<file path="config.mk">
export PLATFORM = sky130hd
export DESIGN_NAME = debugLinkTop
export DESIGN_NICKNAME = d
export VERILOG_FILES = /design/src/debugPkg.sv /design/src/cmdHandler.sv /design/src/debugLinkTop.sv /design/src/msgQueue.sv /design/src/replySender.sv /design/src/serialFramer.sv /design/src/serialShifter.sv
export VERILOG_INCLUDE_DIRS = /design/src
export SDC_FILE = /design/constraint.sdc
export NUM_CORES = 1
export LEC_CHECK = 0
export CAP_MARGIN = 20
export CORE_UTILIZATION = 30
export CTS_CLUSTER_DIAMETER = 40
export DETAILED_ROUTE_END_ITERATION = 8
export DONT_BUFFER_PORTS = 1
export HOLD_SLACK_MARGIN = 0.03
export PLACE_DENSITY = 0.52
export SETUP_SLACK_MARGIN = 0.5
export SKIP_CTS_REPAIR_TIMING = 1
export SLEW_MARGIN = 10
export SYNTH_ARGS = -nofsm -noshare
export SYNTH_HDL_FRONTEND = slang
export SYNTH_SLANG_ARGS = --single-unit
export TNS_END_PERCENT = 10
</file>
<file path="constraint.sdc">
create_clock -name clk -period 5.25 [get_ports clk]
set_clock_uncertainty 0.1 [all_clocks]
set_input_delay 1.05 -clock clk [delete_from_list [all_inputs] [get_ports clk]]
set_output_delay 1.05 -clock clk [all_outputs]
set_load 0.01 [all_outputs]
</file>
<file path="src/debug_defines.svh">
`ifndef DEBUG_DEFINES_SVH
`define DEBUG_DEFINES_SVH

// Message framing
// Payload bytes kept per message, extra bytes are counted and dropped
`define MsgMaxPayloadLen 5
// Type byte plus length byte
`define MsgHeaderLen 2

// Queue depths in entries
`define InQueueDepth 4
`define OutQueueDepth 4

// Message type codes
`define MsgTypeSetLed 8'h01
`define MsgTypeReadMem 8'h02

// Largest word count a single ReadMem reply carries
`define ReadMemMaxWords 127

`define LedWidth 4

`endif

</file>
<file path="src/debugPkg.sv">
`include "debug_defines.svh"

package debugPkg;

    // Serial link byte
    typedef logic [7:0] dbgByte;

    // Payload of one inbound message, byte 0 in the low bits
    typedef logic [`MsgMaxPayloadLen*8-1:0] msgPayload;

    // Inbound queue entry: type, length, then payload from the low bits up
    typedef logic [(`MsgHeaderLen+`MsgMaxPayloadLen)*8-1:0] msgWord;

    // Memory word and its address
    typedef logic [15:0] memAddr;
    typedef logic [15:0] memWord;

    typedef logic [`LedWidth-1:0] ledVec;

    // FSM states
    typedef enum logic [1:0] {waitType, waitLen, takePayload} framerState;
    typedef enum logic [1:0] {senderIdle, sendType, sendLen, sendPayload} senderState;
    typedef enum logic [1:0] {handlerIdle, decode, handlerBusy} handlerState;

endpackage

</file>
<file path="src/cmdHandler.sv">
`timescale 1ns/100ps
`include "debug_defines.svh"

module cmdHandler import debugPkg::*; (
    input  logic   clk,
    input  logic   rst,
    input  msgWord inHead,
    input  logic   inEmpty,
    output logic   inPop,
    input  logic   senderBusy,
    output logic   replyStart,
    output dbgByte replyType,
    output dbgByte replyLen,
    input  logic   payloadTake,
    output dbgByte replyByte,
    output ledVec  led
);

    handlerState state;
    msgWord      msgReg;
    msgPayload   payload;
    memAddr      curAddr;
    memWord      wordData;
    logic [6:0]  wordCount;
    logic        started;
    logic        hiSel;

    assign payload = msgReg[$bits(msgWord)-1:16];

    // Memory pattern: every word holds its own address
    assign wordData = memWord'(curAddr);

    assign inPop      = (state == handlerIdle) && !inEmpty;
    assign replyStart = (state == handlerBusy) && !started && !senderBusy;
    assign replyType  = `MsgTypeReadMem;
    assign replyLen   = {wordCount, 1'b0};
    // Low byte first, then high byte
    assign replyByte  = hiSel ? wordData[15:8] : wordData[7:0];

    // ======================================================================
    // Command FSM
    // ======================================================================
    always_ff @(posedge clk) begin
        if (rst) begin
            state   <= handlerIdle;
            led     <= '0;
            started <= 1'b0;
            hiSel   <= 1'b0;
        end else begin
            case (state)
                handlerIdle: begin
                    if (inPop) begin
                        state <= decode;
                    end
                end
                decode: begin
                    state   <= handlerIdle;
                    started <= 1'b0;
                    hiSel   <= 1'b0;
                    if (msgReg[7:0] == `MsgTypeSetLed) begin
                        led <= payload[`LedWidth-1:0];
                    end else if (msgReg[7:0] == `MsgTypeReadMem) begin
                        state <= handlerBusy;
                    end
                end
                default: begin
                    if (replyStart) begin
                        started <= 1'b1;
                    end
                    if (payloadTake) begin
                        hiSel <= !hiSel;
                    end
                    // Sender drops busy after its last payload byte
                    if (started && !senderBusy) begin
                        state <= handlerIdle;
                    end
                end
            endcase
        end
    end

    // Message capture and ReadMem address walk
    always_ff @(posedge clk) begin
        if (inPop) begin
            msgReg <= inHead;
        end
        if (state == decode) begin
            curAddr   <= {payload[15:8], payload[7:0]};
            wordCount <= (payload[23:16] > `ReadMemMaxWords) ? 7'(`ReadMemMaxWords)
                                                              : payload[22:16];
        end else if (payloadTake && hiSel) begin
            // Wraps at 16 bits
            curAddr <= curAddr + 16'd1;
        end
    end

endmodule

</file>
<file path="src/debugLinkTop.sv">
`timescale 1ns/100ps
`include "debug_defines.svh"

module debugLinkTop import debugPkg::*; (
    input  logic  clk,
    input  logic  rst,
    input  logic  serialCs,
    input  logic  serialStrobe,
    input  logic  serialDi,
    output logic  serialDo,
    output ledVec led
);

    // Inbound path
    logic   inPush;
    msgWord inPushMsg;
    logic   inPop;
    msgWord inHead;
    logic   inEmpty;
    logic   inFull;

    // Handler to sender
    logic   senderBusy;
    logic   replyStart;
    dbgByte replyType;
    dbgByte replyLen;
    logic   payloadTake;
    dbgByte replyByte;

    // Outbound path
    logic   outPush;
    dbgByte outData;
    logic   outPop;
    dbgByte outHead;
    logic   outEmpty;
    logic   outFull;

    serialFramer framer (
        .clk(clk), .rst(rst), .serialCs(serialCs), .serialStrobe(serialStrobe),
        .serialDi(serialDi), .pushEn(inPush), .pushMsg(inPushMsg), .queueFull(inFull)
    );

    msgQueue #(.Width($bits(msgWord)), .Depth(`InQueueDepth)) inQueue (
        .clk(clk), .rst(rst), .push(inPush), .pushData(inPushMsg), .pop(inPop),
        .headData(inHead), .empty(inEmpty), .full(inFull)
    );

    cmdHandler handler (
        .clk(clk), .rst(rst), .inHead(inHead), .inEmpty(inEmpty), .inPop(inPop),
        .senderBusy(senderBusy), .replyStart(replyStart), .replyType(replyType),
        .replyLen(replyLen), .payloadTake(payloadTake), .replyByte(replyByte), .led(led)
    );

    replySender sender (
        .clk(clk), .rst(rst), .replyStart(replyStart), .replyType(replyType),
        .replyLen(replyLen), .busy(senderBusy), .payloadTake(payloadTake),
        .replyByte(replyByte), .outPush(outPush), .outData(outData), .outFull(outFull)
    );

    msgQueue #(.Width($bits(dbgByte)), .Depth(`OutQueueDepth)) outQueue (
        .clk(clk), .rst(rst), .push(outPush), .pushData(outData), .pop(outPop),
        .headData(outHead), .empty(outEmpty), .full(outFull)
    );

    serialShifter shifter (
        .clk(clk), .rst(rst), .serialCs(serialCs), .serialStrobe(serialStrobe),
        .outHead(outHead), .outEmpty(outEmpty), .outPop(outPop), .serialDo(serialDo)
    );

endmodule

</file>
<file path="src/msgQueue.sv">
`timescale 1ns/100ps

module msgQueue #(
    parameter int Width = 8,
    parameter int Depth = 4
) (
    input  logic             clk,
    input  logic             rst,
    input  logic             push,
    input  logic [Width-1:0] pushData,
    input  logic             pop,
    output logic [Width-1:0] headData,
    output logic             empty,
    output logic             full
);

    localparam int PtrWidth   = (Depth > 1) ? $clog2(Depth) : 1;
    localparam int CountWidth = $clog2(Depth + 1);

    logic [Width-1:0]      mem [Depth];
    logic [PtrWidth-1:0]   rdPtr;
    logic [PtrWidth-1:0]   wrPtr;
    logic [CountWidth-1:0] count;

    // Head is shown combinationally
    assign headData = mem[rdPtr];
    assign empty    = (count == '0);
    assign full     = (count == CountWidth'(Depth));

    always_ff @(posedge clk) begin
        if (rst) begin
            rdPtr <= '0;
            wrPtr <= '0;
            count <= '0;
        end else begin
            if (push) begin
                wrPtr <= (wrPtr == PtrWidth'(Depth - 1)) ? '0 : wrPtr + 1'b1;
            end
            if (pop) begin
                rdPtr <= (rdPtr == PtrWidth'(Depth - 1)) ? '0 : rdPtr + 1'b1;
            end
            case ({push, pop})
                2'b10:   count <= count + 1'b1;
                2'b01:   count <= count - 1'b1;
                default: count <= count;
            endcase
        end
    end

    always_ff @(posedge clk) begin
        if (push) begin
            mem[wrPtr] <= pushData;
        end
    end

    // Producers and consumers must honour the flags
    assert property (@(posedge clk) disable iff (rst) push |-> !full);
    assert property (@(posedge clk) disable iff (rst) pop |-> !empty);

endmodule

</file>
<file path="src/replySender.sv">
`timescale 1ns/100ps

module replySender import debugPkg::*; (
    input  logic   clk,
    input  logic   rst,
    input  logic   replyStart,
    input  dbgByte replyType,
    input  dbgByte replyLen,
    output logic   busy,
    output logic   payloadTake,
    input  dbgByte replyByte,
    output logic   outPush,
    output dbgByte outData,
    input  logic   outFull
);

    senderState state;
    dbgByte     typeReg;
    dbgByte     lenReg;
    dbgByte     payloadCount;

    assign busy = (state != senderIdle);

    // One byte per cycle whenever the outbound queue has room
    always_comb begin
        outPush     = 1'b0;
        payloadTake = 1'b0;
        outData     = typeReg;
        case (state)
            sendType: begin
                outPush = !outFull;
            end
            sendLen: begin
                outPush = !outFull;
                outData = lenReg;
            end
            sendPayload: begin
                outPush     = !outFull;
                payloadTake = !outFull;
                outData     = replyByte;
            end
            default: ;
        endcase
    end

    always_ff @(posedge clk) begin
        if (rst) begin
            state        <= senderIdle;
            payloadCount <= 8'd0;
        end else begin
            case (state)
                senderIdle: begin
                    if (replyStart) begin
                        state <= sendType;
                    end
                end
                sendType: begin
                    if (outPush) begin
                        state <= sendLen;
                    end
                end
                sendLen: begin
                    payloadCount <= 8'd0;
                    if (outPush) begin
                        state <= (lenReg == 8'd0) ? senderIdle : sendPayload;
                    end
                end
                default: begin
                    if (outPush) begin
                        payloadCount <= payloadCount + 8'd1;
                        if ((payloadCount + 8'd1) == lenReg) begin
                            state <= senderIdle;
                        end
                    end
                end
            endcase
        end
    end

    // Header latched at the start of a reply
    always_ff @(posedge clk) begin
        if (replyStart && !busy) begin
            typeReg <= replyType;
            lenReg  <= replyLen;
        end
    end

    // The handler waits for the previous reply before starting another
    assert property (@(posedge clk) disable iff (rst) replyStart |-> !busy);

endmodule

</file>
<file path="src/serialFramer.sv">
`timescale 1ns/100ps
`include "debug_defines.svh"

module serialFramer import debugPkg::*; (
    input  logic   clk,
    input  logic   rst,
    input  logic   serialCs,
    input  logic   serialStrobe,
    input  logic   serialDi,
    output logic   pushEn,
    output msgWord pushMsg,
    input  logic   queueFull
);

    framerState state;

    // Sentinel bit walks up from bit 0, a byte is whole when it reaches bit 8
    logic [8:0] shiftReg;
    logic [8:0] shiftNext;
    logic       byteTaken;
    dbgByte     newByte;
    dbgByte     payloadCount;
    msgWord     msgReg;
    logic       msgDone;

    assign shiftNext = (shiftReg << 1) | 9'(serialDi);
    assign newByte   = shiftNext[7:0];
    assign byteTaken = serialCs && serialStrobe && shiftNext[8];

    // Zero length completes on the length byte itself
    assign msgDone = byteTaken &&
                     ((state == waitLen && newByte == 8'd0) ||
                      (state == takePayload && (payloadCount + 8'd1) == msgReg[15:8]));

    assign pushMsg = msgReg;

    // ======================================================================
    // Framing FSM
    // ======================================================================
    always_ff @(posedge clk) begin
        if (rst || !serialCs) begin
            state        <= waitType;
            shiftReg     <= 9'h001;
            payloadCount <= 8'd0;
            pushEn       <= 1'b0;
        end else begin
            pushEn <= msgDone && !queueFull;
            if (serialStrobe) begin
                shiftReg <= shiftNext[8] ? 9'h001 : shiftNext;
            end
            if (byteTaken) begin
                case (state)
                    waitType: begin
                        // Zero bytes between messages are idle filler
                        if (newByte != 8'd0) begin
                            state <= waitLen;
                        end
                    end
                    waitLen: begin
                        payloadCount <= 8'd0;
                        state        <= (newByte == 8'd0) ? waitType : takePayload;
                    end
                    default: begin
                        payloadCount <= payloadCount + 8'd1;
                        if (msgDone) begin
                            state <= waitType;
                        end
                    end
                endcase
            end
        end
    end

    // Message register, payload zero-filled when the length arrives
    always_ff @(posedge clk) begin
        if (byteTaken) begin
            case (state)
                waitType: msgReg[7:0] <= newByte;
                waitLen: begin
                    msgReg[15:8]                  <= newByte;
                    msgReg[$bits(msgWord)-1:16]   <= '0;
                end
                default: begin
                    if (payloadCount < `MsgMaxPayloadLen) begin
                        msgReg[8*(int'(payloadCount) + `MsgHeaderLen) +: 8] <= newByte;
                    end
                end
            endcase
        end
    end

    // Full messages are dropped, never pushed into a full inbound queue
    assert property (@(posedge clk) disable iff (rst) pushEn |-> !queueFull);

endmodule

</file>
<file path="src/serialShifter.sv">
`timescale 1ns/100ps

module serialShifter import debugPkg::*; (
    input  logic   clk,
    input  logic   rst,
    input  logic   serialCs,
    input  logic   serialStrobe,
    input  dbgByte outHead,
    input  logic   outEmpty,
    output logic   outPop,
    output logic   serialDo
);

    dbgByte     outReg;
    // Bits still to show after the current one, zero at a byte boundary
    logic [2:0] bitCount;
    logic       atBoundary;

    assign atBoundary = (bitCount == 3'd0);
    assign serialDo   = outReg[7];

    // Pop only on a boundary strobe with a byte waiting
    assign outPop = serialCs && serialStrobe && atBoundary && !outEmpty;

    always_ff @(posedge clk) begin
        if (rst || !serialCs) begin
            outReg   <= 8'd0;
            bitCount <= 3'd0;
        end else if (serialStrobe) begin
            if (atBoundary) begin
                // Zero filler keeps the line idle when nothing is queued
                outReg   <= outEmpty ? 8'd0 : outHead;
                bitCount <= 3'd7;
            end else begin
                outReg   <= outReg << 1;
                bitCount <= bitCount - 3'd1;
            end
        end
    end

endmodule

</file>
==> flow_summary.toml, run 1 <==
[pwr]
peakVddDrop_mv = 0.276
powerDensity_mw_per_mm2 = 417
leakage_nw = 5.36

[grt]
grt_max_degree = 42
antenna_found_initial = 1
grt_overflow = 0
grt_use_total_pct = 12.0
grt_pass1_vias = 7992
grt_pass1_wl_um = 44800

[timing]
hold_violations = 0
relSlewSlack_pct = 38.6
slew_violations = 0
grt_setup_unrepaired = "false"
fin_tns_setup_ns = 0
whs_ns = 0.314
tightest_slew_ns = 0.919
fmax_mhz = 255
finalCritPeriodShare_pct = 74.7
min_period_ns = 3.92
finalSetupViolCount = 0

[routing]
routedWlPerCell_um = 16.9
dr.pass1.iters = 5
ant_nets = 0
num_vias = 7906
initialDrtViolationCount = 663
routed_wirelength_um = 27800
drc_errors = 0
vias_per_cell = 4.81

[synth]
synth_nets = 1027
yosysSeqAreaShare_pct = 65.8
synth_enable_flop_cells = 262
synth.cell_area_mm2 = 0.0139
syn_avg_cell_area_um2 = 13.9
yosys_warnings = 0
async_flop_share_pct = 0
yosys_register_bits = 326
synth-main-ff-cell = "edfxtp_1"
syn_inst = 998
yosysUniqueCellTypes = 63

[layout]
num-fill-cells = 4372
drive_gt1_share_pct = 13.9
area_delta_synth_final_pct = 15.4
nNetsFinal = 1038
diodes = 0

[setup_path]
reg2reg_to = "framer.pushMsg[1]$_DFFE_PP_"
critPathKind = "register to register"
path_max_fanout = 10
rrSetupSlack_ns = 1.33
worstPathRequired_ns = 5.39
critPathCaptureType = "register"
crit_path_end = "framer.pushMsg[1]$_DFFE_PP_"
setup.worst_path.start_class = "register"
r2r_start = "framer.payloadCount[1]$_SDFFE_PP0P_"
worstPathArrival_ns = 4.07
rr_worst_depth = 12
startpoint = "framer.payloadCount[1]$_SDFFE_PP0P_"

[floorplanning]
fp.dieW_um = 217
core_area_mm2 = 0.0456
die_area_mm2 = 0.0472
rows = 78
io_pins = 10
die_y_um = 217
initial_core_util_pct = 30.5

[clock_network]
clk_pin_slew_ns = 0.06
cts_root_buf = "clkbuf_16"
clkSinkCount = 326
cts_tree = "done"
ctsLongestPathBuffers = 3
cts_made_buffers = 44
cts_max_level = 2
clock_latency_ns = 0.54

[place]
io_buffers = 0
gp_congestion = 0.813
dpl.hpwl_um = 17800

[outcome]
status = "complete, no violations"

[worst_hold_path]
hp-class = "register to register"

[run]
cap_violations = 0
-- cells in the final DEF (no fill, tap or decap), types with 5 or more instances in the layout --
cell / n
clkinvlp_4: 7
dfxtp_1: 63
clkinv_2: 5
nand2_1: 82
a22oi_1: 10
nor2_1: 68
xor2_1: 19
o21ai_0: 34
and3_1: 10
buf_4: 11
clkbuf_16: 46
mux2i_1: 38
nand3b_1: 10
nor3_1: 13
xnor2_1: 27
edfxtp_1: 262
mux4_2: 40
and2_1: 11
inv_8: 5
a21oi_1: 45
nand4_1: 7
a211oi_1: 13
or3_1: 19
nor2b_1: 21
or2_2: 8
ha_1: 22
nand3_1: 25
nand2b_1: 15
inv_1: 27
-- routing by layer --
layer	GRT usage [%]	vias to the layer above	wire, um
met1	16.2	3934	13000
met3	2.47	53	1200
met4	4.06	0	733
met5	0	-	0
met2	19.3	137	12900
li1	-	3782	-
-- cell usage after synthesis, drive strengths merged, types with 5 or more instances --
library cell / count / area share [%]
mux4: 40 / 6.5
o21ai: 36 / 1.3
nor4: 5 / 0.33
a21oi: 45 / 1.6
dfxtp: 64 / 9.2
mux2i: 38 / 2.7
nand3b: 10 / 0.54
or2: 9 / 0.40
nor2b: 21 / 0.94
or4: 6 / 0.38
nor3: 14 / 0.58
a211oi: 13 / 0.70
and2: 11 / 0.49
nand2b: 16 / 0.72
buf: 11 / 0.45
ha: 22 / 2.0
nor2: 69 / 1.9
edfxtp: 262 / 57
nand2: 82 / 2.2
nand3: 25 / 0.90
and3: 10 / 0.45
a22oi: 10 / 0.54
or3: 19 / 0.85
xnor2: 27 / 1.7
xor2: 20 / 1.3
inv: 27 / 0.73
clkbuf: 36 / 0.97
nand4: 7 / 0.31
-- state kept, by name, summed over array words and instances, names as in the netlist, 16 cells and up, named ones only --
name	flops
handler.msgReg	32
framer.pushMsg	40
outQueue.mem	32
handler.curAddr	16
inQueue.mem	128
-- critical path, cell delays in order, from the launching register on --
cell	delay [ns]
dfxtp_1	0.48
ha_1	0.41
xor2_1	0.23
or2_1	0.33
nor3_1	0.19
ha_1	0.20
inv_1	0.06
nor3_1	0.21
a21oi_1	0.11
nor4_1	0.38
a41oi_1	0.43
nor3_1	0.29
buf_4	0.20
-- power by group --
group	switching, W	internal [W]	total (W)
registers	0.000126	0.00307	0.00320
clock network	0.00117	0.00178	0.00295
logic	0.000352	0.000201	0.000553
total	0.00164	0.00506	0.00670
-- worst min-delay path by stage --
stage	to	cells after the start	from
floorplan	sender.lenReg[1]$_DFFE_PP_	0	handler.wordCount[0]$_SDFFCE_PN1P_
global placement	sender.lenReg[6]$_DFFE_PP_	0	handler.wordCount[5]$_SDFFCE_PN1P_
detailed placement	sender.lenReg[4]$_DFFE_PP_	0	handler.wordCount[3]$_SDFFCE_PN1P_
CTS	sender.lenReg[6]$_DFFE_PP_	0	handler.wordCount[5]$_SDFFCE_PN1P_
global route	sender.lenReg[2]$_DFFE_PP_	0	handler.wordCount[1]$_SDFFCE_PN1P_
finish	sender.lenReg[6]$_DFFE_PP_	0	handler.wordCount[5]$_SDFFCE_PN1P_
-- cells by family (layout without fill, tap and decap cells) --
logic type / after synthesis / after routing / synth area share [%]
fa+ha+maj: 25 / 25 / 2.34
xor+xnor: 47 / 47 / 3.01
compound gates: 131 / 131 / 5.68
simple gates: 316 / 316 / 11.8
buf+inv: 74 / 120 / 2.15
mux: 79 / 79 / 9.29
flops: 326 / 326 / 65.8
-- metrics by stage --
step	area (um^2)	power, W	worst slack, ns	utilization [%]	std cells
3_5_place_dp	14600	0.00383	1.30	32.0	1563
6_report	16000	0.00670	1.33	35.2	1644
4_1_cts	16000	0.00679	1.30	35.2	1644
3_3_place_gp	14600	0.00381	1.39	31.9	1562
2_1_floorplan	13900	0.00365	1.41	-	998
5_1_grt	16000	0.00699	0.853	35.2	1644
-- cell type report --
class,count,area (um^2),share of cell area [%]
repair buffers,12,97.6,0.608
clock buffers,49,1160,7.24
multi-input cells,598,4470,27.9
inverters,27,101,0.631
well taps,600,751,4.68
clock inverters,32,317,1.97
flip-flops and latches,326,9150,57.0
(Power assumes the default switching activity.)
==> run 2, diff against run 1 <==
==> constraint.sdc (replaced) <==
create_clock -name clk -period 3.9 [get_ports clk]
set_clock_uncertainty 0.1 [all_clocks]
set_input_delay 0.78 -clock clk [delete_from_list [all_inputs] [get_ports clk]]
set_output_delay 0.78 -clock clk [all_outputs]
set_load 0.01 [all_outputs]
==> run 2 against run 1 <==
Critical path depth decreased by 1. Sequential cell count stayed put. Clock-buffer cell count unchanged. Highest routed layer unchanged. Non-clock buffer count is 13 higher. Clock power rose by 27%. Core utilization up 0.28 points. Global-route usage decreased by 0.11 points. Sequential power up 34%. First-iteration DRC count down 31%. Final cell count increased by 0.61%. Maximum frequency up 18%.
==> flow_summary.toml, run 2 (synthesis results as in run 1) <==
[clock_network]
cts_tree = "done"
clk_pin_slew_ns = 0.06
cts_max_level = 2
cts_made_buffers = 43
ctsLongestPathBuffers = 3
clock_latency_ns = 0.53
clkSinkCount = 326
cts_root_buf = "clkbuf_16"

[setup_path]
critPathKind = "register to register"
rrSetupSlack_ns = 0.57
rr_worst_depth = 11
path_max_fanout = 8
setup.worst_path.start_class = "register"
startpoint = "framer.payloadCount[2]$_SDFFE_PP0P_"
worstPathArrival_ns = 3.50
critPathCaptureType = "register"
reg2reg_to = "framer.pushMsg[27]$_SDFFCE_PP0P_"
r2r_start = "framer.payloadCount[2]$_SDFFE_PP0P_"
worstPathRequired_ns = 4.07

[grt]
grt_pass1_vias = 7715
grt_pass1_wl_um = 43900
grt_overflow = 0
grt_max_degree = 42
grt_use_total_pct = 11.9
antenna_found_initial = 1

[routing]
dr.pass1.iters = 5
routedWlPerCell_um = 17.0
ant_nets = 0
vias_per_cell = 4.76
num_vias = 7874
drc_errors = 0
initialDrtViolationCount = 456
routed_wirelength_um = 28100

[run]
cap_violations = 0

[layout]
largest_reg_flops = 128
regMostFlops = "inQueue.mem"
num-fill-cells = 4370
multi_input_area_mm2 = 0.00459
fin_util_pct = 35.5
layout_commonest_cell = "edfxtp_1"
mostFrequentLayoutCells = "edfxtp_1 (262), nand2_1 (82), nor2_1 (68)"
register_area_mm2 = 0.00917
area_delta_synth_final_pct = 16.3
diodes = 0
drive_gt1_share_pct = 17.1
nNetsFinal = 1050

[floorplanning]
fp.dieW_um = 217
core_area_mm2 = 0.0456
die_area_mm2 = 0.0472
rows = 78
initial_core_util_pct = 30.5
die_y_um = 217
io_pins = 10

[place]
io_buffers = 0
gp_congestion = 0.748
dpl.hpwl_um = 18100

[worst_hold_path]
hp-class = "input port to register"
min_from = "rst"
hold_end = "inQueue.rdPtr[0]$_SDFFE_PP0P_"
hold_path_depth = 1

[timing]
finalSetupViolCount = 0
min_period_ns = 3.33
tightest_slew_ns = 0.947
fmax_mhz = 300
relSlewSlack_pct = 36.8
slew_violations = 0
fin_tns_setup_ns = 0
whs_ns = 0.217
hold_violations = 0
finalCritPeriodShare_pct = 85.4
grt_setup_unrepaired = "true"

[outcome]
status = "complete, no violations"

[pwr]
powerDensity_mw_per_mm2 = 543
leakage_nw = 5.39
peakVddDrop_mv = 0.321
==> run 2: through the flow <==
stage	instance area, um^2	total power, W	cells	worst slack (ns)
after floorplan	13900	0.00492	998	0.410
after global placement	14600	0.00513	1570	0.231
after detailed placement	14600	0.00515	1570	0.173
after CTS	16000	0.00893	1648	0.193
after global routing	16200	0.00919	1654	0.424
final	16200	0.00879	1654	0.568
==> run 2: where the power goes <==
part           internal, W  total, W  switching, W
sequential         0.00413   0.00428      0.000146
clock              0.00217   0.00374       0.00157
combinational     0.000274  0.000771      0.000497
total              0.00658   0.00879       0.00221
==> run 2: final cells by class <==
type                            instances  share of cell area [%]
Multi-Input combinational cell        598                    28.3
Sequential cell                       326                    56.7
Inverter                               27                   0.626
Tap cell                              600                    4.64
Clock buffer                           49                    7.12
Clock inverter                         29                    1.45
Timing Repair Buffer                   25                    1.16
==> run 2: metal layers <==
metal	global-route usage [%]	vias up	routed length, um
met5	0	-	0
met4	4.48	0	805
met3	2.14	58	998
met2	19.1	113	13200
met1	16.1	3900	13100
li1	-	3803	-
==> run 2: worst max-delay path, stage by stage (launching register included) <==
cell and delay [ns]:
dfxtp_4 0.42, ha_4 0.22, nand2b_4 0.15, or2_4 0.26, nor3_2 0.19, ha_2 0.19
inv_1 0.06, nor3_2 0.18, a21oi_2 0.08, or4_4 0.53, or4_4 0.54, mux2i_1 0.16
==> run 2: how the worst max path moves through the flow <==
| stage | endpoint | slack [ns] |
|---|---|---|
| 6_report | framer.pushMsg[27]$_SDFFCE_PP0P_ | 0.57 |
| 5_1_grt | framer.pushMsg[27]$_SDFFCE_PP0P_ | 0.42 |
| 4_1_cts | framer.pushMsg[12]$_DFFE_PP_ | 0.19 |
| 3_5_place_dp | framer.pushMsg[12]$_DFFE_PP_ | 0.17 |
| 3_3_place_gp | framer.pushMsg[12]$_DFFE_PP_ | 0.23 |
| 2_1_floorplan | framer.pushMsg[0]$_DFFE_PP_ | 0.41 |
